## config.mk

```make
export PLATFORM = sky130hd
export DESIGN_NAME = simd_writeback
export DESIGN_NICKNAME = d
export VERILOG_FILES = /design/src/verilog/simd_pkg.sv /design/src/verilog/simd_writeback.sv
export SDC_FILE = /design/constraint.sdc
export NUM_CORES = 1
export LEC_CHECK = 0
export CAP_MARGIN = 20
export CORE_AREA = 2 2 235 237
export DETAILED_ROUTE_END_ITERATION = 7
export DIE_AREA = 0 0 237 239
export DONT_BUFFER_PORTS = 1
export SYNTH_ARGS = -nofsm -noshare
export SYNTH_HDL_FRONTEND = slang
export SYNTH_SLANG_ARGS = --single-unit
```

## constraint.sdc

```tcl
create_clock -name vclk -period 1.8
set_input_delay 0 -clock vclk [all_inputs]
set_output_delay 0 -clock vclk [all_outputs]
set_load 0.005 [all_outputs]
```

## src/verilog/simd_pkg.sv

```systemverilog
`default_nettype none

package simd_pkg;

    localparam int unsigned VLEN        = 128;          // Vector register width
    localparam int unsigned ELEN        = 64;           // One lane
    localparam int unsigned VELEMENTS   = VLEN / ELEN;  // Lanes per vector
    localparam int unsigned MAX_LATENCY = 3;            // Longest chain, vmul at SEW_64

    typedef logic [ELEN-1:0] bus64_t;
    typedef logic [VLEN-1:0] vec_t;

    typedef enum logic [1:0] {
        SEW_8  = 2'b00,
        SEW_16 = 2'b01,
        SEW_32 = 2'b10,
        SEW_64 = 2'b11
    } sew_t;

    typedef enum logic [3:0] {
        OP_VADD    = 4'd0,
        OP_VSUB    = 4'd1,
        OP_VAND    = 4'd2,
        OP_VOR     = 4'd3,
        OP_VXOR    = 4'd4,
        OP_VMUL    = 4'd5,  // Low half of the product
        OP_VMV_X_S = 4'd6,  // Element 0 of vs2 to rd
        OP_VMV_S_X = 4'd7   // rs1 to element 0 of vd
    } simd_op_t;

    // Where the first operand comes from
    typedef enum logic [1:0] {
        SRC_VV = 2'b00,
        SRC_VX = 2'b01,
        SRC_VI = 2'b10
    } src_t;

    typedef struct packed {
        logic     valid;
        simd_op_t op;
        sew_t     sew;
        src_t     src;
        logic     use_mask;
        logic [4:0] rd;
        logic [4:0] vd;
        bus64_t   data_rs1;
        logic [4:0] imm;       // Signed, extended at the current SEW
        vec_t     data_vs1;
        vec_t     data_vs2;
        vec_t     data_old_vd;
        vec_t     data_vm;     // Bit i enables element i
    } simd_issue_t;

    // What travels down the latency chains
    typedef struct packed {
        logic     valid;
        simd_op_t op;
        sew_t     sew;
        logic     use_mask;
        logic [4:0] rd;
        logic [4:0] vd;
        vec_t     data_old_vd;
        vec_t     data_vm;
        vec_t     lane_result;
    } simd_pipe_entry_t;

    typedef struct packed {
        logic       valid;
        logic [4:0] rd;
        bus64_t     result;
    } scalar_wb_t;

    typedef struct packed {
        logic       valid;
        logic [4:0] vd;
        vec_t       vresult;
    } vector_wb_t;

endpackage

`default_nettype wire
```

## src/verilog/simd_writeback.sv

```systemverilog
`timescale 1ns/10ps
`default_nettype none

module simd_writeback (
    input  wire simd_pkg::simd_pipe_entry_t entry_i,
    output simd_pkg::scalar_wb_t            instruction_scalar_o,
    output simd_pkg::vector_wb_t            instruction_simd_o
);

    simd_pkg::vec_t   elem_mask;   // data_vm bit i spread over element i
    simd_pkg::vec_t   masked;
    simd_pkg::vec_t   moved;       // vmv.s.x result
    simd_pkg::bus64_t scalar_res;
    logic             is_mv_x_s;
    logic             is_mv_s_x;

    assign is_mv_x_s = (entry_i.op == simd_pkg::OP_VMV_X_S);
    assign is_mv_s_x = (entry_i.op == simd_pkg::OP_VMV_S_X);

    always_comb begin
        elem_mask = '0;
        case (entry_i.sew)
            simd_pkg::SEW_8: begin
                for (int e = 0; e < simd_pkg::VLEN / 8; e++) begin
                    elem_mask[e*8 +: 8] = {8{entry_i.data_vm[e]}};
                end
            end
            simd_pkg::SEW_16: begin
                for (int e = 0; e < simd_pkg::VLEN / 16; e++) begin
                    elem_mask[e*16 +: 16] = {16{entry_i.data_vm[e]}};
                end
            end
            simd_pkg::SEW_32: begin
                for (int e = 0; e < simd_pkg::VLEN / 32; e++) begin
                    elem_mask[e*32 +: 32] = {32{entry_i.data_vm[e]}};
                end
            end
            default: begin
                for (int e = 0; e < simd_pkg::VLEN / 64; e++) begin
                    elem_mask[e*64 +: 64] = {64{entry_i.data_vm[e]}};
                end
            end
        endcase
    end

    // Disabled elements keep the old destination
    assign masked = entry_i.use_mask ?
                    ((entry_i.lane_result & elem_mask) | (entry_i.data_old_vd & ~elem_mask)) :
                    entry_i.lane_result;

    always_comb begin
        case (entry_i.sew)
            simd_pkg::SEW_8: begin
                moved      = {entry_i.data_old_vd[simd_pkg::VLEN-1:8], entry_i.lane_result[7:0]};
                scalar_res = {{56{entry_i.lane_result[7]}}, entry_i.lane_result[7:0]};
            end
            simd_pkg::SEW_16: begin
                moved      = {entry_i.data_old_vd[simd_pkg::VLEN-1:16], entry_i.lane_result[15:0]};
                scalar_res = {{48{entry_i.lane_result[15]}}, entry_i.lane_result[15:0]};
            end
            simd_pkg::SEW_32: begin
                moved      = {entry_i.data_old_vd[simd_pkg::VLEN-1:32], entry_i.lane_result[31:0]};
                scalar_res = {{32{entry_i.lane_result[31]}}, entry_i.lane_result[31:0]};
            end
            default: begin
                moved      = {entry_i.data_old_vd[simd_pkg::VLEN-1:64], entry_i.lane_result[63:0]};
                scalar_res = entry_i.lane_result[63:0];
            end
        endcase
    end

    assign instruction_scalar_o.valid  = entry_i.valid & is_mv_x_s;
    assign instruction_scalar_o.rd     = entry_i.rd;
    assign instruction_scalar_o.result = scalar_res;

    // Everything except vmv.x.s lands in the vector register file
    assign instruction_simd_o.valid   = entry_i.valid & ~is_mv_x_s;
    assign instruction_simd_o.vd      = entry_i.vd;
    assign instruction_simd_o.vresult = is_mv_s_x ? moved : masked;  // Moves ignore the mask

endmodule

`default_nettype wire

```

==> reports/results.ini <==
[run_status]
status = completed

[worst_setup_path]
cp_slowest_cell = mux2_2
max_stage_delay_ns = 0.41
path_class = input port to output pin
cp_data_arrival_time_ns = 1.59
crit_fanout = 12
path_cells = nand4b_1 -> buf_4 -> nand2_1 -> buf_12 -> o22ai_2 -> mux2_2
cp-start-kind = input port
cp-end-kind = output pin
cp.required_ns = 1.80

[floorplan]
die_height_um = 239
rows = 86
die_x_um = 237
start_util_pct = 4.92
die_area_um2 = 56600
core_area_um2 = 54300
io_pins = 606

[logic_synthesis]
synth_top_cell_area_share_pct = 52.6
synth-compound-area-share_pct = 24.5
yosysSeqAreaShare_pct = 0
synth_area_leader_cell = mux2_2
synth_fa_ha_area_share_pct = 0
synth.most_common_cell = mux2_2
synthTopCellsByCount = mux2_2 (125), a21o_1 (60), buf_4 (18)
synth_warnings = 0
synth_area_um2 = 2670
synth_top_family_by_area = multiplexers
postSynthCellCount = 295
synth_simple_gate_area_share_pct = 5.52
synthTopCellsByArea = mux2_2 (53%), a21o_1 (17%), mux2i_1 (6.0%), buf_4 (5.1%), o21ai_2 (3.9%)
syn_avg_cell_area_um2 = 9.06
synth_nets = 697
muxShareOfSynthArea_pct = 60.5
yosysUniqueCellTypes = 28
synth_xor_area_share_pct = 0

[sta]
min_period_over_period_pct = 88.2
final_hold_viol_count = 0
setup_viol = 0
fmax_ghz = 0.630
grt_setup_unrepaired = no
finalCriticalPeriod_ns = 1.59
fin_setup_tns_ns = 0
worst_pin_slew_ns = 0.545
slew_headroom_pct = 63.3
final_max_slew_viol_count = 0

[detailed_routing]
drc = 0
drtAntennaViolNets = 0
drt_iter0_markers = 63
post_drt_wl_per_cell_um = 26.8
viasPerCell = 2.73
vias = 2679
totalWireLength_um = 26300
firstDrtPassIters = 4

[grt]
grt.overflow.total = 0
grtUsageTotal_pct = 8.61
grt_max_degree = 42
grt_pass1_vias = 2875
antenna_found_initial = 22
grt_pass1_wl_um = 31700

[final_layout]
drive_gt1_share_pct = 57.1
num-clock-buffers = 0
seq_cell_count = 0
syn_to_final_growth_pct = 28.2
final-seq-area_um2 = 0
final_nets = 670
final_area_um2 = 3430

[place]
port_buffers = 0
gp_congestion = 0.916
dp_hpwl_um = 24500
place_area_um2 = 3400

[clock_tree]
hold_buffers = 0
postCtsSetupBuffers = 0
ctsResizeCount = 0

[job]
drv_cap = 0

[pwr]
power_mw = 1.04
power.leakage_nw = 1.24
pwr_density_cell_nw_per_um2 = 302
peakVddDrop_mv = 0.0733

[min_path]
holdCritPathClass = input port to output pin

## cell families (layout without fill, tap and decap cells)
logic type / count (synthesis) / count (layout)
compound gates: 85 / 85
buf+inv: 39 / 10
mux: 145 / 145
other cells: 0 / 11
simple gates: 26 / 26
## worst max-delay path: cells and delay by family
kind / cells / cell delay [ns]
compound gates: 1 / 0.39
buf+inv: 2 / 0.49
mux: 1 / 0.41
simple gates: 2 / 0.28
## layout by cell type (no fill, tap or decap), types with 3 or more instances in the layout
cell      instances
mux2_2          125
a21o_1           60
mux2i_1          16
o21ai_2          13
diode_2          11
nor2_1           10
buf_4             7
o21ai_0           4
and2_1            3
nand2b_1          3
mux2_1            3
a21oi_1           3
## path summary, 6_finish.rpt
kind / from / slack (ns) / depth (start not counted) / endpoint
worst max-delay path: entry_i[400] / 0.21 / 6 / instruction_simd_o[17]
worst min-delay path: entry_i[391] / 0.000002 / 0 / instruction_scalar_o[66]
## metal layers
layer  wire length (µm)  track usage (%)  vias to the layer above  share of wire (%)
met3               5410             7.02                       64                 21
met5                 54                0                        -               0.21
met1               7490             7.13                     1190                 28
met4               1160             2.69                        8                4.4
li1                   -                -                     1054                  -
met2              12200             15.4                      363                 46
## layout make-up
type	instances	area (µm²)
timing repair buffer	9	92.6
tap	704	881
inverter	1	3.75
antenna	11	27.5
fill	6369	50900
multi-input combinational	256	2420
## stage by stage
step | util [%] | std cells | hold WS (ns) | setup slack (ns)
finish | 6.31 | 981 | 0.00000193 | 0.212
global route | 6.29 | 977 | 0.0000136 | 0.0731
CTS | 6.26 | 970 | 0.0000346 | 0.112
detailed placement | 6.26 | 970 | 0.0000346 | 0.116
global placement | 6.26 | 970 | 0.0000346 | 0.170
floorplan | - | 295 | 0.0808 | 0.434
## report_power, final
part,total (mW),switching (mW),internal [mW]
clock,0.000000820,0,0.000000820
combinational,1.04,0.600,0.435
sequential,0,0,0
No activity file was read; power rests on OpenSTA's default activity.
