**config.mk**
```make
export PLATFORM = sky130hd
export DESIGN_NAME = simd_latency_pipe
export DESIGN_NICKNAME = d
export VERILOG_FILES = /design/src/verilog/simd_pkg.sv /design/src/verilog/simd_latency_pipe.sv
export SDC_FILE = /design/constraint.sdc
export NUM_CORES = 2
export LEC_CHECK = 0
export BUFFER_PORTS_ARGS = -buffer_cell sky130_fd_sc_hd__buf_2
export CORE_ASPECT_RATIO = 0.75
export CORE_UTILIZATION = 30
export CTS_CLUSTER_SIZE = 25
export DETAILED_ROUTE_END_ITERATION = 16
export PLACE_DENSITY = 0.5
export SLEW_MARGIN = 30
export SYNTH_ARGS = -nofsm -noshare
export SYNTH_HDL_FRONTEND = slang
export SYNTH_SLANG_ARGS = --single-unit
```
**constraint.sdc**
```tcl
create_clock -name clk_i -period 4 [get_ports clk_i]
set_input_delay 0.6 -clock clk_i [delete_from_list [all_inputs] [get_ports clk_i]]
set_output_delay 0.6 -clock clk_i [all_outputs]
set_load 0.02 [all_outputs]
```
**src/verilog/simd_pkg.sv**
```systemverilog
`default_nettype none

package simd_pkg;

    localparam int unsigned VLEN        = 128;          // Vector register width
    localparam int unsigned ELEN        = 64;           // One lane
    localparam int unsigned VELEMENTS   = VLEN / ELEN;  // Lanes per vector
    localparam int unsigned MAX_LATENCY = 3;            // Longest chain, vmul at SEW_64

    typedef logic [ELEN-1:0] bus64_t;
    typedef logic [VLEN-1:0] vec_t;

    typedef enum logic [1:0] {
        SEW_8  = 2'b00,
        SEW_16 = 2'b01,
        SEW_32 = 2'b10,
        SEW_64 = 2'b11
    } sew_t;

    typedef enum logic [3:0] {
        OP_VADD    = 4'd0,
        OP_VSUB    = 4'd1,
        OP_VAND    = 4'd2,
        OP_VOR     = 4'd3,
        OP_VXOR    = 4'd4,
        OP_VMUL    = 4'd5,  // Low half of the product
        OP_VMV_X_S = 4'd6,  // Element 0 of vs2 to rd
        OP_VMV_S_X = 4'd7   // rs1 to element 0 of vd
    } simd_op_t;

    // Where the first operand comes from
    typedef enum logic [1:0] {
        SRC_VV = 2'b00,
        SRC_VX = 2'b01,
        SRC_VI = 2'b10
    } src_t;

    typedef struct packed {
        logic     valid;
        simd_op_t op;
        sew_t     sew;
        src_t     src;
        logic     use_mask;
        logic [4:0] rd;
        logic [4:0] vd;
        bus64_t   data_rs1;
        logic [4:0] imm;       // Signed, extended at the current SEW
        vec_t     data_vs1;
        vec_t     data_vs2;
        vec_t     data_old_vd;
        vec_t     data_vm;     // Bit i enables element i
    } simd_issue_t;

    // What travels down the latency chains
    typedef struct packed {
        logic     valid;
        simd_op_t op;
        sew_t     sew;
        logic     use_mask;
        logic [4:0] rd;
        logic [4:0] vd;
        vec_t     data_old_vd;
        vec_t     data_vm;
        vec_t     lane_result;
    } simd_pipe_entry_t;

    typedef struct packed {
        logic       valid;
        logic [4:0] rd;
        bus64_t     result;
    } scalar_wb_t;

    typedef struct packed {
        logic       valid;
        logic [4:0] vd;
        vec_t       vresult;
    } vector_wb_t;

endpackage

`default_nettype wire
```
**src/verilog/simd_latency_pipe.sv**
```systemverilog
`timescale 1ns/10ps
`default_nettype none

module simd_latency_pipe (
    input  wire                          clk_i,
    input  wire                          rstn_i,
    input  wire simd_pkg::simd_issue_t   instruction_i,
    input  wire simd_pkg::vec_t          lane_result_i,
    output simd_pkg::simd_pipe_entry_t   entry_o
);

    logic [1:0]                       latency;
    simd_pkg::simd_pipe_entry_t       head;
    simd_pkg::simd_pipe_entry_t       tail_entry [1:simd_pkg::MAX_LATENCY];
    logic [simd_pkg::MAX_LATENCY:1]   tail_valid;

    // Only the multiply takes more than one cycle
    always_comb begin
        if (instruction_i.op == simd_pkg::OP_VMUL) begin
            latency = (instruction_i.sew == simd_pkg::SEW_64) ? 2'd3 : 2'd2;
        end else begin
            latency = 2'd1;
        end
    end

    assign head.valid       = instruction_i.valid;
    assign head.op          = instruction_i.op;
    assign head.sew         = instruction_i.sew;
    assign head.use_mask    = instruction_i.use_mask;
    assign head.rd          = instruction_i.rd;
    assign head.vd          = instruction_i.vd;
    assign head.data_old_vd = instruction_i.data_old_vd;
    assign head.data_vm     = instruction_i.data_vm;
    assign head.lane_result = lane_result_i;

    // One chain per latency, chain l has l slots
    for (genvar l = 1; l <= simd_pkg::MAX_LATENCY; l++) begin : g_chain
        simd_pkg::simd_pipe_entry_t slot_q [l];

        always_ff @(posedge clk_i or negedge rstn_i) begin
            if (!rstn_i) begin
                for (int s = 0; s < l; s++) begin
                    slot_q[s] <= '0;
                end
            end else begin
                slot_q[0] <= (latency == 2'(l)) ? head : '0;
                for (int s = 1; s < l; s++) begin
                    slot_q[s] <= slot_q[s-1];  // Advance one slot per cycle
                end
            end
        end

        assign tail_entry[l] = slot_q[l-1];
        assign tail_valid[l] = slot_q[l-1].valid;
    end

    // Longer chains are visited last, so they win a collision
    always_comb begin
        entry_o = '0;
        for (int l = 1; l <= simd_pkg::MAX_LATENCY; l++) begin
            if (tail_valid[l]) begin
                entry_o = tail_entry[l];
            end
        end
    end

endmodule

`default_nettype wire

```
==> summary.txt <==
Drt
  • Met3 wire len: around 13000 um
  • Sum of routed wire length over all layers: about 210000 um
  • Via count: 46600
  • DRC violation count after routing: 0
  • Post-route ant nets: 0
  • Met2 wire len: just over 100000 um
  • Final routed wire length divided by cell count: between 20 and 25 um
  • Number of design-rule violations left by the first detailed-router iteration: slightly above 3000
  • DRT Pass-1 Iters: 7
  • Via count normalized by instance count: 4.39
  • Metal1 wirelength: 92000 um
  • Max layer used: met5

Timing
  • Max-slew headroom: 0.400
  • Count of pins over their slew limit: 0
  • Sum of negative setup slack: 0 ns
  • Transition time at the pin with the least slew margin: 0.901 ns
  • Highest clock frequency the design can meet: 278 MHz
  • Final hold violation count: 0
  • Final period util: 0.900
  • Clock skew after layout: 0.0486 ns
  • Tmin final: 3.60 ns
  • Unrepaired setup endpoints after global routing: false
  • Count of final setup violators: 0

Critical path
  • Startpoint kind of the worst setup timing path: register
  • Critical Setup Path Class: reg -> out
  • Required time worst endpoint: between 3 and 4 ns
  • Worst-path maximum fanout: between 40 and 50
  • Register-to-Register Path Depth: 0
  • Arrival time at the worst endpoint: 3.00 ns
  • Worst Setup End Kind: output pin
  • Flop-to-flop setup slack: around 3.5 ns

Global routing
  • Via count of the first global-routing pass: between 40000 and 50000
  • Overall global routing resource usage: 0.157
  • Pin count of the biggest net entering global routing: around 150
  • Global-route wire length before repair: 317000 um
  • Global route overflow: 0
  • Number of antenna violations at the first check in global routing: 51

Yosys
  • Area of the mapped netlist: 79700 sq um
  • Top-area cell type share of the netlist area: 0.757
  • Average size of a mapped cell: 14.1 sq um
  • Post-synthesis register bit count: 2412
  • YS warnings: 0
  • Post-synthesis cell type count: 17
  • Number of instances in the synthesized netlist: 5668
  • Largest area contributor in the netlist: dfrtp_1
  • Seq/Total Area, Yosys: 0.757
  • Cells taking the most area after synthesis: dfrtp_1, and3_1, a21oi_1, nand3b_1, and2_1

CTS
  • Cts bufs inserted: 237
  • TritonCTS clock tree: built
  • Htree depth: 4
  • Root buffer cell: clkbuf_16
  • Clk sinks: ~2400
  • Count of buffers added by post-CTS timing repair for setup: 0
  • Worst-path clk slew: 0.08 ns
  • Clock Tree Buf Depth: 4
  • Insertion delay of the later-clocked pin in the worst-skew pair: about 0.86 ns

Die
  • Die boundary height: 448 um
  • Die Width: 597 um
  • Core Area: 264000 sq um
  • Initial Util: 0.302
  • Die footprint: 268000 sq um
  • Site Rows: 163
  • I/O pin total: 1133

Job
  • Reported max-cap violation count: 0

Finish
  • Top reg by flops: g_chain.slot_q
  • Leading cell types in the layout, fill and taps excluded: dfrtp_1, buf_2, a21oi_1, and3_1, dlygate4sd3_1
  • Number of nets at the end of the flow: around 7600
  • Flip-flop count of the largest register after layout: 2412
  • Regs by FF count: g_chain.slot_q x2412
  • Layout overhead on the synthesized area: 25.7%
  • Fraction of final layout cells sized beyond drive strength 1: 0.194
  • Most common cell after layout, fill and taps aside: dfrtp_1

Placed design
  • Global placer's final weighted congestion: ~0.77
  • Number of buffers added on ports: roughly 810
  • Detailed placement HPWL: 135000 um

Status
  • Run status: finished, final reports clean

Power
  • Leakage power summed over all cells: 52.1 nW
  • Total power of the final layout: 50.9 mW
  • Worst IR drop on VDD: 389 uV
  • Power density of the placed cells: 508 nW/um^2

Min path
  • Number of stages on the worst hold path: 0
  • Hold Path Class: reg -> reg
## where the power goes
group	internal (mW)	switching, mW	leakage, nW
logic	1.06	2.03	15.4
clock network	13.5	9.37	3.95
registers	24.8	0.123	32.7
## worst max-delay path, stage by stage, from the launching register on
cell     delay [ns]
dfrtp_4        0.88
buf_12         0.30
buf_12         0.27
a21oi_1        0.10
a21oi_1        0.27
buf_2          0.22
## layer usage
| metal | global-route usage | vias up |
|---|---|---|
| li1 | - | 21300 |
| met1 | 0.203 | 24000 |
| met2 | 0.256 | 918 |
| met3 | 0.0421 | 357 |
| met4 | 0.0518 | 36 |
| met5 | 0 | - |
## stage by stage
| step | setup slack [ns] | hold WS, ns | area [sq um] | instances | util |
|---|---|---|---|---|---|
| 3_3_place_gp | 1.22 | 0.331 | 88000 | 9753 | 0.334 |
| 4_1_cts | 0.246 | 0.298 | 100000 | 10600 | 0.380 |
| 5_1_grt | 0.185 | 0.312 | 100000 | 10600 | 0.380 |
| 2_1_floorplan | 2.02 | 0.304 | 79700 | 5671 | - |
| 3_5_place_dp | 1.20 | 0.335 | 88000 | 9753 | 0.334 |
| 6_report | 0.398 | 0.299 | 100000 | 10600 | 0.380 |
## path summary, 6_finish.rpt
check	startpoint	end
min in group asynchronous	rstn_i	g_chain[3].slot_q[1005]
setup reg to reg	g_chain[2].slot_q[484]	g_chain[2].slot_q[82]
hold / removal	g_chain[3].slot_q[814]	g_chain[3].slot_q[412]
setup / recovery	g_chain[2].slot_q[401]	entry_o[227]
hold reg to reg	g_chain[3].slot_q[814]	g_chain[3].slot_q[412]
max in group asynchronous	rstn_i	g_chain[3].slot_q[267]
## synth_stat cells, drive strengths merged
library cell / n
nand4bb: 1
dfrtp: 2412
conb: 1
and4bb: 1
nand2: 1
and2: 401
nor2: 6
nor2b: 401
or3: 1
clkbuf: 267
and3: 794
buf: 179
a21oi: 802
nand3b: 401
## cells by family (layout without fill, tap and decap cells)
logic type | count (synthesis) | after routing | synth area share
flip-flops | 2412 | 2412 | 0.757
buffers and inverters | 446 | 1815 | 0.0290
AO/OA/AOI/OAI | 802 | 802 | 0.0503
AND/OR/NAND/NOR | 2007 | 2007 | 0.164
other | 1 | 28 | 0.0000470
## repair_timing
| item | CTS | global route |
|---|---|---|
| endpoints found under the hold margin | 1229 | 0 |
| resized for setup | 0 | 0 |
| hold buffers | 403 | 0 |
## area by class of cell
| cell class | instances | area [sq um] |
|---|---|---|
| fill | 25000 | 163000 |
| sequential | 2412 | 60400 |
| multi-input combinational | 2813 | 17100 |
| timing repair buffer | 1384 | 10200 |
| clock buffer | 342 | 6840 |
| tap | 3547 | 4440 |
| clock inverter | 89 | 1260 |
| antenna | 24 | 60.1 |
Note: power is estimated with default switching activity, not from simulation.
