<file path="config.mk">
export PLATFORM = sky130hd
export DESIGN_NAME = simd_operand_prep
export DESIGN_NICKNAME = d
export VERILOG_FILES = /design/src/verilog/simd_pkg.sv /design/src/verilog/simd_operand_prep.sv
export SDC_FILE = /design/constraint.sdc
export NUM_CORES = 1
export LEC_CHECK = 0
export BUFFER_PORTS_ARGS = -buffer_cell sky130_fd_sc_hd__buf_2
export CAP_MARGIN = 30
export CORE_AREA = 4 4 331 333
export DETAILED_ROUTE_END_ITERATION = 12
export DIE_AREA = 0 0 335 337
export SYNTH_ARGS = -nofsm -noshare
export SYNTH_HDL_FRONTEND = slang
export SYNTH_SLANG_ARGS = --single-unit
</file>
<file path="constraint.sdc">
create_clock -name vclk -period 1.3
set_input_delay 0.065 -clock vclk [all_inputs]
set_output_delay 0.065 -clock vclk [all_outputs]
set_load 0.005 [all_outputs]
</file>
<file path="src/verilog/simd_pkg.sv">
`default_nettype none

package simd_pkg;

    localparam int unsigned VLEN        = 128;          // Vector register width
    localparam int unsigned ELEN        = 64;           // One lane
    localparam int unsigned VELEMENTS   = VLEN / ELEN;  // Lanes per vector
    localparam int unsigned MAX_LATENCY = 3;            // Longest chain, vmul at SEW_64

    typedef logic [ELEN-1:0] bus64_t;
    typedef logic [VLEN-1:0] vec_t;

    typedef enum logic [1:0] {
        SEW_8  = 2'b00,
        SEW_16 = 2'b01,
        SEW_32 = 2'b10,
        SEW_64 = 2'b11
    } sew_t;

    typedef enum logic [3:0] {
        OP_VADD    = 4'd0,
        OP_VSUB    = 4'd1,
        OP_VAND    = 4'd2,
        OP_VOR     = 4'd3,
        OP_VXOR    = 4'd4,
        OP_VMUL    = 4'd5,  // Low half of the product
        OP_VMV_X_S = 4'd6,  // Element 0 of vs2 to rd
        OP_VMV_S_X = 4'd7   // rs1 to element 0 of vd
    } simd_op_t;

    // Where the first operand comes from
    typedef enum logic [1:0] {
        SRC_VV = 2'b00,
        SRC_VX = 2'b01,
        SRC_VI = 2'b10
    } src_t;

    typedef struct packed {
        logic     valid;
        simd_op_t op;
        sew_t     sew;
        src_t     src;
        logic     use_mask;
        logic [4:0] rd;
        logic [4:0] vd;
        bus64_t   data_rs1;
        logic [4:0] imm;       // Signed, extended at the current SEW
        vec_t     data_vs1;
        vec_t     data_vs2;
        vec_t     data_old_vd;
        vec_t     data_vm;     // Bit i enables element i
    } simd_issue_t;

    // What travels down the latency chains
    typedef struct packed {
        logic     valid;
        simd_op_t op;
        sew_t     sew;
        logic     use_mask;
        logic [4:0] rd;
        logic [4:0] vd;
        vec_t     data_old_vd;
        vec_t     data_vm;
        vec_t     lane_result;
    } simd_pipe_entry_t;

    typedef struct packed {
        logic       valid;
        logic [4:0] rd;
        bus64_t     result;
    } scalar_wb_t;

    typedef struct packed {
        logic       valid;
        logic [4:0] vd;
        vec_t       vresult;
    } vector_wb_t;

endpackage

`default_nettype wire
</file>
<file path="src/verilog/simd_operand_prep.sv">
`timescale 1ns/10ps
`default_nettype none

module simd_operand_prep (
    input  wire simd_pkg::simd_issue_t                      instruction_i,
    output simd_pkg::bus64_t [simd_pkg::VELEMENTS-1:0]      vs1_lane_o,
    output simd_pkg::bus64_t [simd_pkg::VELEMENTS-1:0]      vs2_lane_o
);

    simd_pkg::bus64_t scalar;     // rs1 or the extended immediate
    simd_pkg::vec_t   replica;    // scalar copied into every element
    simd_pkg::vec_t   vs1_full;

    assign scalar = (instruction_i.src == simd_pkg::SRC_VI) ?
                    {{(simd_pkg::ELEN-5){instruction_i.imm[4]}}, instruction_i.imm} :
                    instruction_i.data_rs1;

    // Replicate at the element width of the instruction
    always_comb begin
        case (instruction_i.sew)
            simd_pkg::SEW_8:  replica = {(simd_pkg::VLEN/8){scalar[7:0]}};
            simd_pkg::SEW_16: replica = {(simd_pkg::VLEN/16){scalar[15:0]}};
            simd_pkg::SEW_32: replica = {(simd_pkg::VLEN/32){scalar[31:0]}};
            default:          replica = {(simd_pkg::VLEN/64){scalar}};
        endcase
    end

    assign vs1_full = (instruction_i.src == simd_pkg::SRC_VV) ? instruction_i.data_vs1 : replica;

    // Split into lanes, lane 0 holds the low elements
    always_comb begin
        for (int l = 0; l < simd_pkg::VELEMENTS; l++) begin
            vs1_lane_o[l] = vs1_full[l*simd_pkg::ELEN +: simd_pkg::ELEN];
            vs2_lane_o[l] = instruction_i.data_vs2[l*simd_pkg::ELEN +: simd_pkg::ELEN];
        end
    end

endmodule

`default_nettype wire

</file>
==> results of run 1 <==
## critical path, cell delays in order
cell and delay (ns):
sky130_fd_sc_hd__buf_12 0.12, sky130_fd_sc_hd__buf_6 0.12, sky130_fd_sc_hd__buf_12 0.13, sky130_fd_sc_hd__buf_12 0.13
sky130_fd_sc_hd__or4bb_1 0.49, sky130_fd_sc_hd__o2111ai_2 0.08, sky130_fd_sc_hd__o2111a_2 0.26, sky130_fd_sc_hd__a21o_1 0.09
sky130_fd_sc_hd__buf_2 0.11
## how the worst min path moves through the flow
stage / to / start / cells after the start
after floorplan: vs2_lane_o[0] / instruction_i[256] / 1
after global placement: vs2_lane_o[105] / instruction_i[361] / 0
after detailed placement: vs2_lane_o[105] / instruction_i[361] / 0
after CTS: vs2_lane_o[105] / instruction_i[361] / 0
after global routing: vs2_lane_o[127] / instruction_i[383] / 0
final: vs2_lane_o[25] / instruction_i[281] / 0
## synth_stat cells (3+ instances only)
| cell type | number |
|---|---|
| sky130_fd_sc_hd__a211o_1 | 6 |
| sky130_fd_sc_hd__a211oi_1 | 8 |
| sky130_fd_sc_hd__a21boi_0 | 3 |
| sky130_fd_sc_hd__a21o_1 | 52 |
| sky130_fd_sc_hd__a21oi_1 | 37 |
| sky130_fd_sc_hd__a221o_1 | 4 |
| sky130_fd_sc_hd__a221oi_1 | 7 |
| sky130_fd_sc_hd__a221oi_2 | 3 |
| sky130_fd_sc_hd__a22o_1 | 3 |
| sky130_fd_sc_hd__a31oi_1 | 13 |
| sky130_fd_sc_hd__a32o_1 | 6 |
| sky130_fd_sc_hd__and2_1 | 4 |
| sky130_fd_sc_hd__buf_2 | 22 |
| sky130_fd_sc_hd__buf_4 | 134 |
| sky130_fd_sc_hd__buf_6 | 7 |
| sky130_fd_sc_hd__clkbuf_1 | 13 |
| sky130_fd_sc_hd__mux2_2 | 5 |
| sky130_fd_sc_hd__mux2i_1 | 19 |
| sky130_fd_sc_hd__nand2_1 | 72 |
| sky130_fd_sc_hd__nand2b_1 | 19 |
| sky130_fd_sc_hd__nand3_1 | 10 |
| sky130_fd_sc_hd__nor2_1 | 56 |
| sky130_fd_sc_hd__nor2b_1 | 6 |
| sky130_fd_sc_hd__nor3_1 | 5 |
| sky130_fd_sc_hd__o211ai_1 | 7 |
| sky130_fd_sc_hd__o21a_1 | 19 |
| sky130_fd_sc_hd__o21ai_0 | 11 |
| sky130_fd_sc_hd__o221ai_1 | 5 |
## routing by layer
| metal | GRT usage | wire, µm |
|---|---|---|
| met5 | 0 | 54 |
| met4 | 0.0293 | 2540 |
| met3 | 0.0763 | 11100 |
| met2 | 0.147 | 23900 |
| met1 | 0.0950 | 19800 |
## stage by stage
step | cells | area (µm²)
after global routing | 2364 | 9660
after global placement | 2307 | 7510
after floorplan | 602 | 4010
after CTS | 2330 | 9050
final | 2372 | 9680
after detailed placement | 2307 | 7510
## cell type report
| class | count | area share |
|---|---|---|
| inverters | 2 | 0.000775 |
| repair buffers | 531 | 0.422 |
| diodes | 15 | 0.00388 |
| well taps | 1403 | 0.181 |
| multi-input cells | 421 | 0.392 |
## report_power, final
group / total (W) / leakage, nW / internal [W] / switching [W]
sequential: 0 / 0 / 0 / 0
clock: 0.00000000121 / 0.0000958 / 0.00000000121 / 0
combinational: 0.00406 / 4.09 / 0.00202 / 0.00204
total: 0.00406 / 4.09 / 0.00202 / 0.00204
## cell families (layout without fill, tap and decap cells)
family | Yosys count | after routing | share of synthesized area
xor gates and xnor gates | 1 | 1 | 0.00219
muxes | 28 | 28 | 0.0840
buffers and inverters | 181 | 533 | 0.320
AOI/OAI and AO/OA | 203 | 203 | 0.371
other | 0 | 15 | 0
and+or+nand+nor | 189 | 189 | 0.223
## what timing repair did
action,4_1_cts,5_1_grt
gates resized for setup,306,98
buffers inserted,37,37
cloned,1,0
endpoints found under the setup margin,128,121
pin swaps,79,55
==> implementation parameters, run 1 <==
Parameter                              Value

Status
  Status    finished, violations left
  Failing checks    setup timing

Floorplanning
  Full die area    between 0.1 and 0.15 mm²
  Die outline width    ~340 µm
  Core Footprint    around 0.11 mm²
  Vert. Die Dim    between 300 and 400 µm
  Num rows    120
  Initial core utilization    0.0376
  Number of ports placed on the die boundary    ~860

Finish
  Number of flip-flops and latches    0
  Count of nets after finishing    1,557
  Final standard cell utilization of the core    0.0908
  Most common cell after layout, fill and taps aside    sky130_fd_sc_hd__buf_2
  Most frequent cells in the layout    sky130_fd_sc_hd__buf_2 (297), sky130_fd_sc_hd__buf_4 (101), sky130_fd_sc_hd__buf_6 (86)
  Layout clock buffer count    0
  Layout cell share with drive strength beyond 1    0.732
  Area growth from synthesis to layout    142%
  Filler instances    ~12,000
  Area taken by flip-flops and latches    0 µm²
  Area taken by multi-input logic gates    between 0.003 and 0.004 mm²

Critical path
  Crit Path Class    input pin to output port
  Element type at the critical path end    output port
  Critical Path Sink    vs1_lane_o[58]
  Largest fanout of any net on the critical path    8
  Type of element launching the critical path    input pin
  Arr. time, crit path    around 1.6 ns
  CP startpoint    instruction_i[592]
  Worst EP required    around 1.2 ns

Synth
  Number of standard cells after synthesis    602
  Proportion of synthesized chip area in sequential cells    0
  Net count of the mapped netlist    between 1,000 and 1,500
  Synthesized area per cell    ~6.7 µm²
  Post-Synthesis Cell Area    0.00401 mm²
  Library cell occupying the most area in the post-synthesis netlist    sky130_fd_sc_hd__buf_4
  Number of distinct standard cells referenced by the synthesized netlist    between 60 and 70
  Synthesis warning total    0
  Largest cells by area after synthesis    sky130_fd_sc_hd__buf_4 (25%), sky130_fd_sc_hd__a21o_1 (9.7%), sky130_fd_sc_hd__nand2_1 (6.7%)
  Post-synth top area share    0.251

Route
  Avg WL per Cell    approximately 24 µm
  First-pass DRT Iterations    5
  Remaining antenna violation count after routing    0
  Total DRC errors in the routed layout    0
  Via count    6,399
  Number of DRC markers in iteration 0    230
  Per-cell via count in the routed design    2.70
  Final WL    57,500 µm

Pwr
  Overall Power    around 0.004 W
  Power density normalized to cell area    between 400 and 500 mW/mm²
  Max rail drop VDD    a little under 0.2 mV
  LEAKAGE    ~4.1 nW

Placed design
  HPWL Detailed    just over 50,000 µm
  Routability Congestion    0.857
  Number of port buffers    roughly 330
  Post-placement worst setup slack    -1.03 ns

Timing
  Crit path time final    between 1.5 and 2 ns
  Total setup violations reported at the end of the flow    119
  Highest clock frequency the design can meet    between 500 and 600 MHz
  Slew @ Worst Pin    approximately 0.56 ns
  Share of the cycle needed by the critical path after routing    1.29
  Number of max-slew violations in the final report    0
  PnR worst setup slack    -0.374 ns
  Final hold violation count    0
  Unrepaired setup endpoints after global routing    yes
  Tightest hold margin    between 0.1 and 0.15 ns
  Summed negative setup slack over all endpoints    -24.52 ns
  Normalized max-slew margin    0.627

Hold path
  Worst hold path class    input pin to output port

GRT
  Residual overflow from global routing    0
  Number of global-route vias before repair    ~6,400
  Wire length of the first global-routing pass    just under 70,000 µm
  Largest net degree at the start of global routing    38
  Aggregate global-route resource usage    0.0941
  Number of antenna violations at the first check in global routing    26

Clock tree
  Post-CTS Hold Fix Bufs    0

Run
  Max Cap Violations    0
Power figures use the tool's default switching activity.
==> run 2: changes to the inputs <==
--- a/config.mk
+++ b/config.mk
@@ -10,6 +10,8 @@
 export CORE_AREA = 4 4 331 333
 export DETAILED_ROUTE_END_ITERATION = 12
 export DIE_AREA = 0 0 335 337
+export REMOVE_ABC_BUFFERS = 1
+export SKIP_LAST_GASP = 1
 export SYNTH_ARGS = -nofsm -noshare
 export SYNTH_HDL_FRONTEND = slang
 export SYNTH_SLANG_ARGS = --single-unit
==> run 2 against run 1 <==
Net effect: the run still ends with setup timing left; total power shrank 6.5%; maximum frequency grew 0.15%; sequential cell count is the same; first-iteration DRC count shrank 8.7%; global-route usage grew 5.6 points; via count grew 1.7%; critical path depth shrank 1; hold slack gained 0.0017 ns; utilization is essentially flat; clock-buffer cell count is the same; highest routed layer unchanged.
==> implementation parameters, run 2 (synthesis results as in run 1) <==
Parameter                              Value

GRT
  Number of global-route vias before repair    6,521 (+2.2%)
  Largest net degree at the start of global routing    18 (-53%)
  Residual overflow from global routing    0 (unchanged)
  Aggregate global-route resource usage    0.150 (+0.0557)
  Number of antenna violations at the first check in global routing    15 (-42%)
  Wire length of the first global-routing pass    101,000 µm (+48%)

Route
  Avg WL per Cell    37.7 µm (+55%)
  Via count    6,506 (+1.7%)
  Per-cell via count in the routed design    2.74 (+1.5%)
  Number of DRC markers in iteration 0    210 (-8.7%)
  Total DRC errors in the routed layout    0 (unchanged)
  First-pass DRT Iterations    6 (+1)
  Final WL    89,600 µm (+56%)
  Remaining antenna violation count after routing    0 (unchanged)

Timing
  Total setup violations reported at the end of the flow    128 (+7.6%)
  Normalized max-slew margin    0.717 (+0.0895)
  Final hold violation count    0 (unchanged)
  Highest clock frequency the design can meet    598 MHz (+0.15%)
  Tightest hold margin    0.132 ns (+0.00165 ns)
  Crit path time final    1.67 ns (-0.00244 ns)
  Share of the cycle needed by the critical path after routing    1.29 (-0.00188)
  Slew @ Worst Pin    0.423 ns (-0.135 ns)
  Number of max-slew violations in the final report    0 (unchanged)
  Unrepaired setup endpoints after global routing    yes
  PnR worst setup slack    -0.371 ns (+0.00244 ns)

Finish
  Layout clock buffer count    0 (unchanged)
  Layout cell share with drive strength beyond 1    0.724 (-0.00770)
  Area growth from synthesis to layout    142%
  Final standard cell utilization of the core    0.0911 (+0.000270)
  Most common cell after layout, fill and taps aside    sky130_fd_sc_hd__buf_2
  Most frequent cells in the layout    sky130_fd_sc_hd__buf_2 (321), sky130_fd_sc_hd__buf_4 (102), sky130_fd_sc_hd__nand2_1 (57)
  Number of flip-flops and latches    0 (unchanged)
  Area taken by flip-flops and latches    0 µm² (unchanged)
  Count of nets after finishing    1,563 (+0.39%)
  Filler instances    12,500 (+0.57%)

Critical path
  Worst-path cell chain    buf_12 -> buf_16 -> buf_8 -> and4b_1 -> or3_4 -> a221o_1 -> o21a_1 -> buf_2
  Element type at the critical path end    output port
  Worst-path cell with the longest stage delay    sky130_fd_sc_hd__or3_4
  Arr. time, crit path    1.61 ns (about the same)
  Largest fanout of any net on the critical path    4 (-4)
  Crit Path Class    input pin to output port
  CP Buf/Inv Count    4 (-1)
  CP max stage delay    0.42 ns (-0.07 ns)
  Worst EP required    1.24 ns (about the same)
  Type of element launching the critical path    input pin
  Kind of cell adding the most delay to the critical path    simple AND/OR/NAND/NOR gates

Hold path
  Hold wc startpoint    instruction_i[341]
  Worst hold path cell count    0 (unchanged)
  Worst hold path class    input pin to output port
  Endpoint of the worst hold-timing path    vs2_lane_o[85]

Floorplanning
  Die outline width    335 µm (unchanged)
  Initial core utilization    0.0376 (unchanged)
  Number of ports placed on the die boundary    857 (unchanged)
  Vert. Die Dim    337 µm (unchanged)
  Core Footprint    0.107 mm² (unchanged)
  Full die area    0.113 mm² (unchanged)
  Num rows    120 (unchanged)

Pwr
  Overall Power    0.00379 W (-6.5%)
  LEAKAGE    4.17 nW (+2.1%)
  Max rail drop VDD    0.232 mV (+20%)
  Power density normalized to cell area    390 mW/mm² (-6.8%)

Placed design
  Number of port buffers    329 (unchanged)
  Routability Congestion    0.911 (+6.3%)
  HPWL Detailed    82,300 µm (+60%)

Run
  Max Cap Violations    0 (unchanged)

Status
  Status    finished, violations left
  Failing checks    setup timing
-- run 2: power by group --
part	switching, W	internal, W
Sequential	0	0
Combinational	0.00184	0.00195
Clock	0	0.00000000148
Total	0.00184	0.00195
-- run 2: cell type report --
class	count	area, µm²	share of cell area
antenna	14	35.0	0.00361
inverter	2	7.51	0.000773
multi-input combinational	421	3720	0.383
tap	1403	1760	0.181
timing repair buffer	537	4200	0.432
-- run 2: through the flow --
| step | instances | worst slack [ns] | cell area, µm² | setup TNS, ns |
|---|---|---|---|---|
| after floorplan | 423 | -1.03 | 2730 | -76.92 |
| after global placement | 2291 | -0.565 | 7440 | -47.05 |
| after detailed placement | 2291 | -0.551 | 7440 | -47.41 |
| after CTS | 2348 | -0.372 | 9220 | -26.45 |
| after global routing | 2364 | -0.440 | 9680 | -33.71 |
| final | 2377 | -0.371 | 9710 | -26.96 |
-- run 2: worst max-delay path by stage --
stage / depth (start not counted) / endpoint / slack (ns) / from
4_1_cts: 9 / vs1_lane_o[61] / -0.37 / instruction_i[594]
3_5_place_dp: 8 / vs1_lane_o[126] / -0.55 / instruction_i[592]
6_report: 8 / vs1_lane_o[62] / -0.37 / instruction_i[594]
3_3_place_gp: 9 / vs1_lane_o[118] / -0.57 / instruction_i[593]
2_1_floorplan: 4 / vs1_lane_o[126] / -1.03 / instruction_i[593]
5_1_grt: 8 / vs1_lane_o[62] / -0.44 / instruction_i[594]
-- run 2: what timing repair did --
item	CTS	global route
setup buffers	57	26
gates resized for setup	249	99
hold buffers	0	0
pin swaps	73	71
endpoints found under the setup margin	126	128
gates cloned	11	1
-- run 2: routing by layer --
| metal | routed length, µm | up-vias | global-route usage |
|---|---|---|---|
| met1 | 19100 | 2854 | 0.0874 |
| met5 | 173 | - | 0.0128 |
| met3 | 12700 | 76 | 0.0941 |
| met4 | 5210 | 4 | 0.0591 |
| met2 | 52400 | 814 | 0.329 |
| li1 | - | 2758 | - |
==> run 3: changes to the inputs <==
--- a/config.mk
+++ b/config.mk
@@ -11,6 +11,7 @@
 export DETAILED_ROUTE_END_ITERATION = 12
 export DIE_AREA = 0 0 335 337
 export REMOVE_ABC_BUFFERS = 1
+export SETUP_SLACK_MARGIN = 0.1
 export SKIP_LAST_GASP = 1
 export SYNTH_ARGS = -nofsm -noshare
 export SYNTH_HDL_FRONTEND = slang
==> constraint.sdc (replaced) <==
create_clock -name vclk -period 1.55
set_input_delay 0.0775 -clock vclk [all_inputs]
set_output_delay 0.0775 -clock vclk [all_outputs]
set_load 0.005 [all_outputs]
==> run 3 against run 2 <==
Net effect: the run still ends with setup timing left; total power shrank 19%; sequential share of layout area is the same; utilization shrank 0.25 points; sequential cell count is the same; non-clock buffer count shrank 15; die area is the same; hold slack gained 0.025 ns; wire length shrank 0.91%; setup slack gained 0.23 ns; final cell count shrank 0.59%; critical path type unchanged.
==> implementation parameters, run 3 (synthesis results as in run 1) <==
Parameter                              Value

Status
  Status    finished, violations left
  Failing checks    setup timing

Pwr
  Max rail drop VDD    0.218 mV (-5.8%)
  Power density normalized to cell area    326 mW/mm² (-17%)
  LEAKAGE    4.04 nW (-3.1%)

Critical path
  Worst-path cell with the longest stage delay    sky130_fd_sc_hd__o22a_1
  Worst EP required    1.47 ns (+0.23 ns)
  Kind of cell adding the most delay to the critical path    buffers and inverters
  Worst-path cell chain    buf_8 -> buf_12 -> nand2b_4 -> buf_12 -> mux2i_4 -> buf_12 -> o22a_1 -> a21oi_2 -> buf_2
  Type of element launching the critical path    input pin
  Element type at the critical path end    output port
  Most frequent cell on the critical path    sky130_fd_sc_hd__buf_12
  Arr. time, crit path    1.61 ns (about the same)
  Crit Path Class    input pin to output port
  Largest fanout of any net on the critical path    5 (+1)
  CP max stage delay    0.23 ns (-0.19 ns)
  CP Buf/Inv Count    5 (+1)

Finish
  Finished layout cell area    0.00945 mm² (-2.7%)
  Layout cell share with drive strength beyond 1    0.723 (-0.00121)
  Final standard cell utilization of the core    0.0886 (-0.00245)
  Count of nets after finishing    1,548 (-0.96%)
  Number of flip-flops and latches    0 (unchanged)
  Final Instance Count excl. Fillers    2,363 (-0.59%)
  Most common cell after layout, fill and taps aside    sky130_fd_sc_hd__buf_2
  Area taken by flip-flops and latches    0 µm² (unchanged)
  Most frequent cells in the layout    sky130_fd_sc_hd__buf_2 (320), sky130_fd_sc_hd__buf_4 (101), sky130_fd_sc_hd__nand2_1 (52)
  Filler instances    12,400 (-0.44%)
  Area growth from synthesis to layout    136%
  Layout clock buffer count    0 (unchanged)

Route
  Met3 wire length    13,700 µm (+8.3%)
  Number of DRC markers in iteration 0    220 (+4.8%)
  Avg WL per Cell    37.6 µm (-0.32%)
  Per-cell via count in the routed design    2.72 (-0.47%)
  Total DRC errors in the routed layout    0 (unchanged)
  Met2 wire length    52,200 µm (-0.27%)
  Via count    6,437 (-1.1%)
  Top Metal Used    met5
  Final WL    88,800 µm (-0.91%)
  Metal-1 WL    17,700 µm (-7.6%)
  First-pass DRT Iterations    4 (-2)
  Remaining antenna violation count after routing    0 (unchanged)

Timing
  Slew @ Worst Pin    0.421 ns (-0.00176 ns)
  Unrepaired setup endpoints after global routing    yes
  Crit path time final    ~1.7 ns
  Highest clock frequency the design can meet    between 500 and 600 MHz
  Total setup violations reported at the end of the flow    44 (-66%)
  Share of the cycle needed by the critical path after routing    1.09
  Final hold violation count    0 (unchanged)
  Number of max-slew violations in the final report    0 (unchanged)
  Normalized max-slew margin    0.718 (+0.00118)
  Tightest hold margin    0.157 ns (+0.0251 ns)
  PnR worst setup slack    -0.140 ns (+0.232 ns)

Floorplanning
  Vert. Die Dim    337 µm (unchanged)
  Num rows    120 (unchanged)
  Full die area    0.113 mm² (unchanged)
  Initial core utilization    0.0376 (unchanged)
  Core Footprint    0.107 mm² (unchanged)
  Die outline width    335 µm (unchanged)
  Number of ports placed on the die boundary    857 (unchanged)

Clock tree
  Post-CTS Hold Fix Bufs    0 (unchanged)

Hold path
  Worst hold path class    input pin to output port
  Endpoint of the worst hold-timing path    vs2_lane_o[85]
  Worst hold path cell count    0 (unchanged)
  Hold wc startpoint    instruction_i[341]

GRT
  Number of global-route vias before repair    6,314 (-3.2%)
  Residual overflow from global routing    0 (unchanged)
  Aggregate global-route resource usage    0.148 (-0.00160)
  Largest net degree at the start of global routing    25 (+7)
  Wire length of the first global-routing pass    100,000 µm (-1.0%)
  Number of antenna violations at the first check in global routing    15 (unchanged)

Run
  Max Cap Violations    0 (unchanged)

Placed design
  Post-placement worst setup slack    -0.435 ns (+0.116 ns)
  Number of placed instances, taps included    2,289 (-0.087%)
  Cell area after placement    0.00741 mm² (-0.37%)
  HPWL Detailed    82,800 µm (+0.55%)
  Number of port buffers    329 (unchanged)
  Routability Congestion    0.901 (-1.2%)
==> run 3: routing by layer <==
layer / vias up / GRT usage
li1: 2729 / -
met1: 2784 / 0.0851
met2: 833 / 0.323
met3: 89 / 0.0964
met4: 2 / 0.0624
met5: - / 0.0119
==> run 3: through the flow <==
stage | total power [W] | setup TNS, ns
finish | 0.00308 | -2.13
detailed placement | 0.00239 | -20.35
global placement | 0.00238 | -20.25
floorplan | 0.000802 | -51.58
global route | 0.00328 | -5.60
CTS | 0.00288 | -2.13
==> run 3: report_power, final <==
group | internal [W] | switching, W
registers | 0 | 0
logic | 0.00157 | 0.00151
clock network | 0.00000000121 | 0
total | 0.00157 | 0.00151
==> run 3: how the worst max path moves through the flow <==
stage / from / slack, ns / endpoint / cells after the start
global route: instruction_i[592] / -0.18 / vs1_lane_o[62] / 9
detailed placement: instruction_i[593] / -0.43 / vs1_lane_o[34] / 10
floorplan: instruction_i[593] / -0.80 / vs1_lane_o[126] / 4
finish: instruction_i[592] / -0.14 / vs1_lane_o[51] / 9
CTS: instruction_i[594] / -0.12 / vs1_lane_o[125] / 9
global placement: instruction_i[593] / -1.10 / vs1_lane_o[34] / 9
==> run 3: repair_timing <==
item / 4_1_cts / 5_1_grt
gates cloned: 5 / 1
pin swaps: 84 / 49
gates resized for setup: 225 / 93
endpoints found under the hold margin: 0 / 0
endpoints found under the setup margin: 128 / 115
setup buffers: 38 / 24
==> run 3: layout make-up <==
| class | instances | area (µm²) | share of cell area |
|---|---|---|---|
| diodes | 15 | 37.5 | 0.00397 |
| inverters | 2 | 7.51 | 0.000794 |
| multi-input cells | 421 | 3720 | 0.394 |
| well taps | 1403 | 1760 | 0.186 |
| repair buffers | 522 | 3930 | 0.416 |
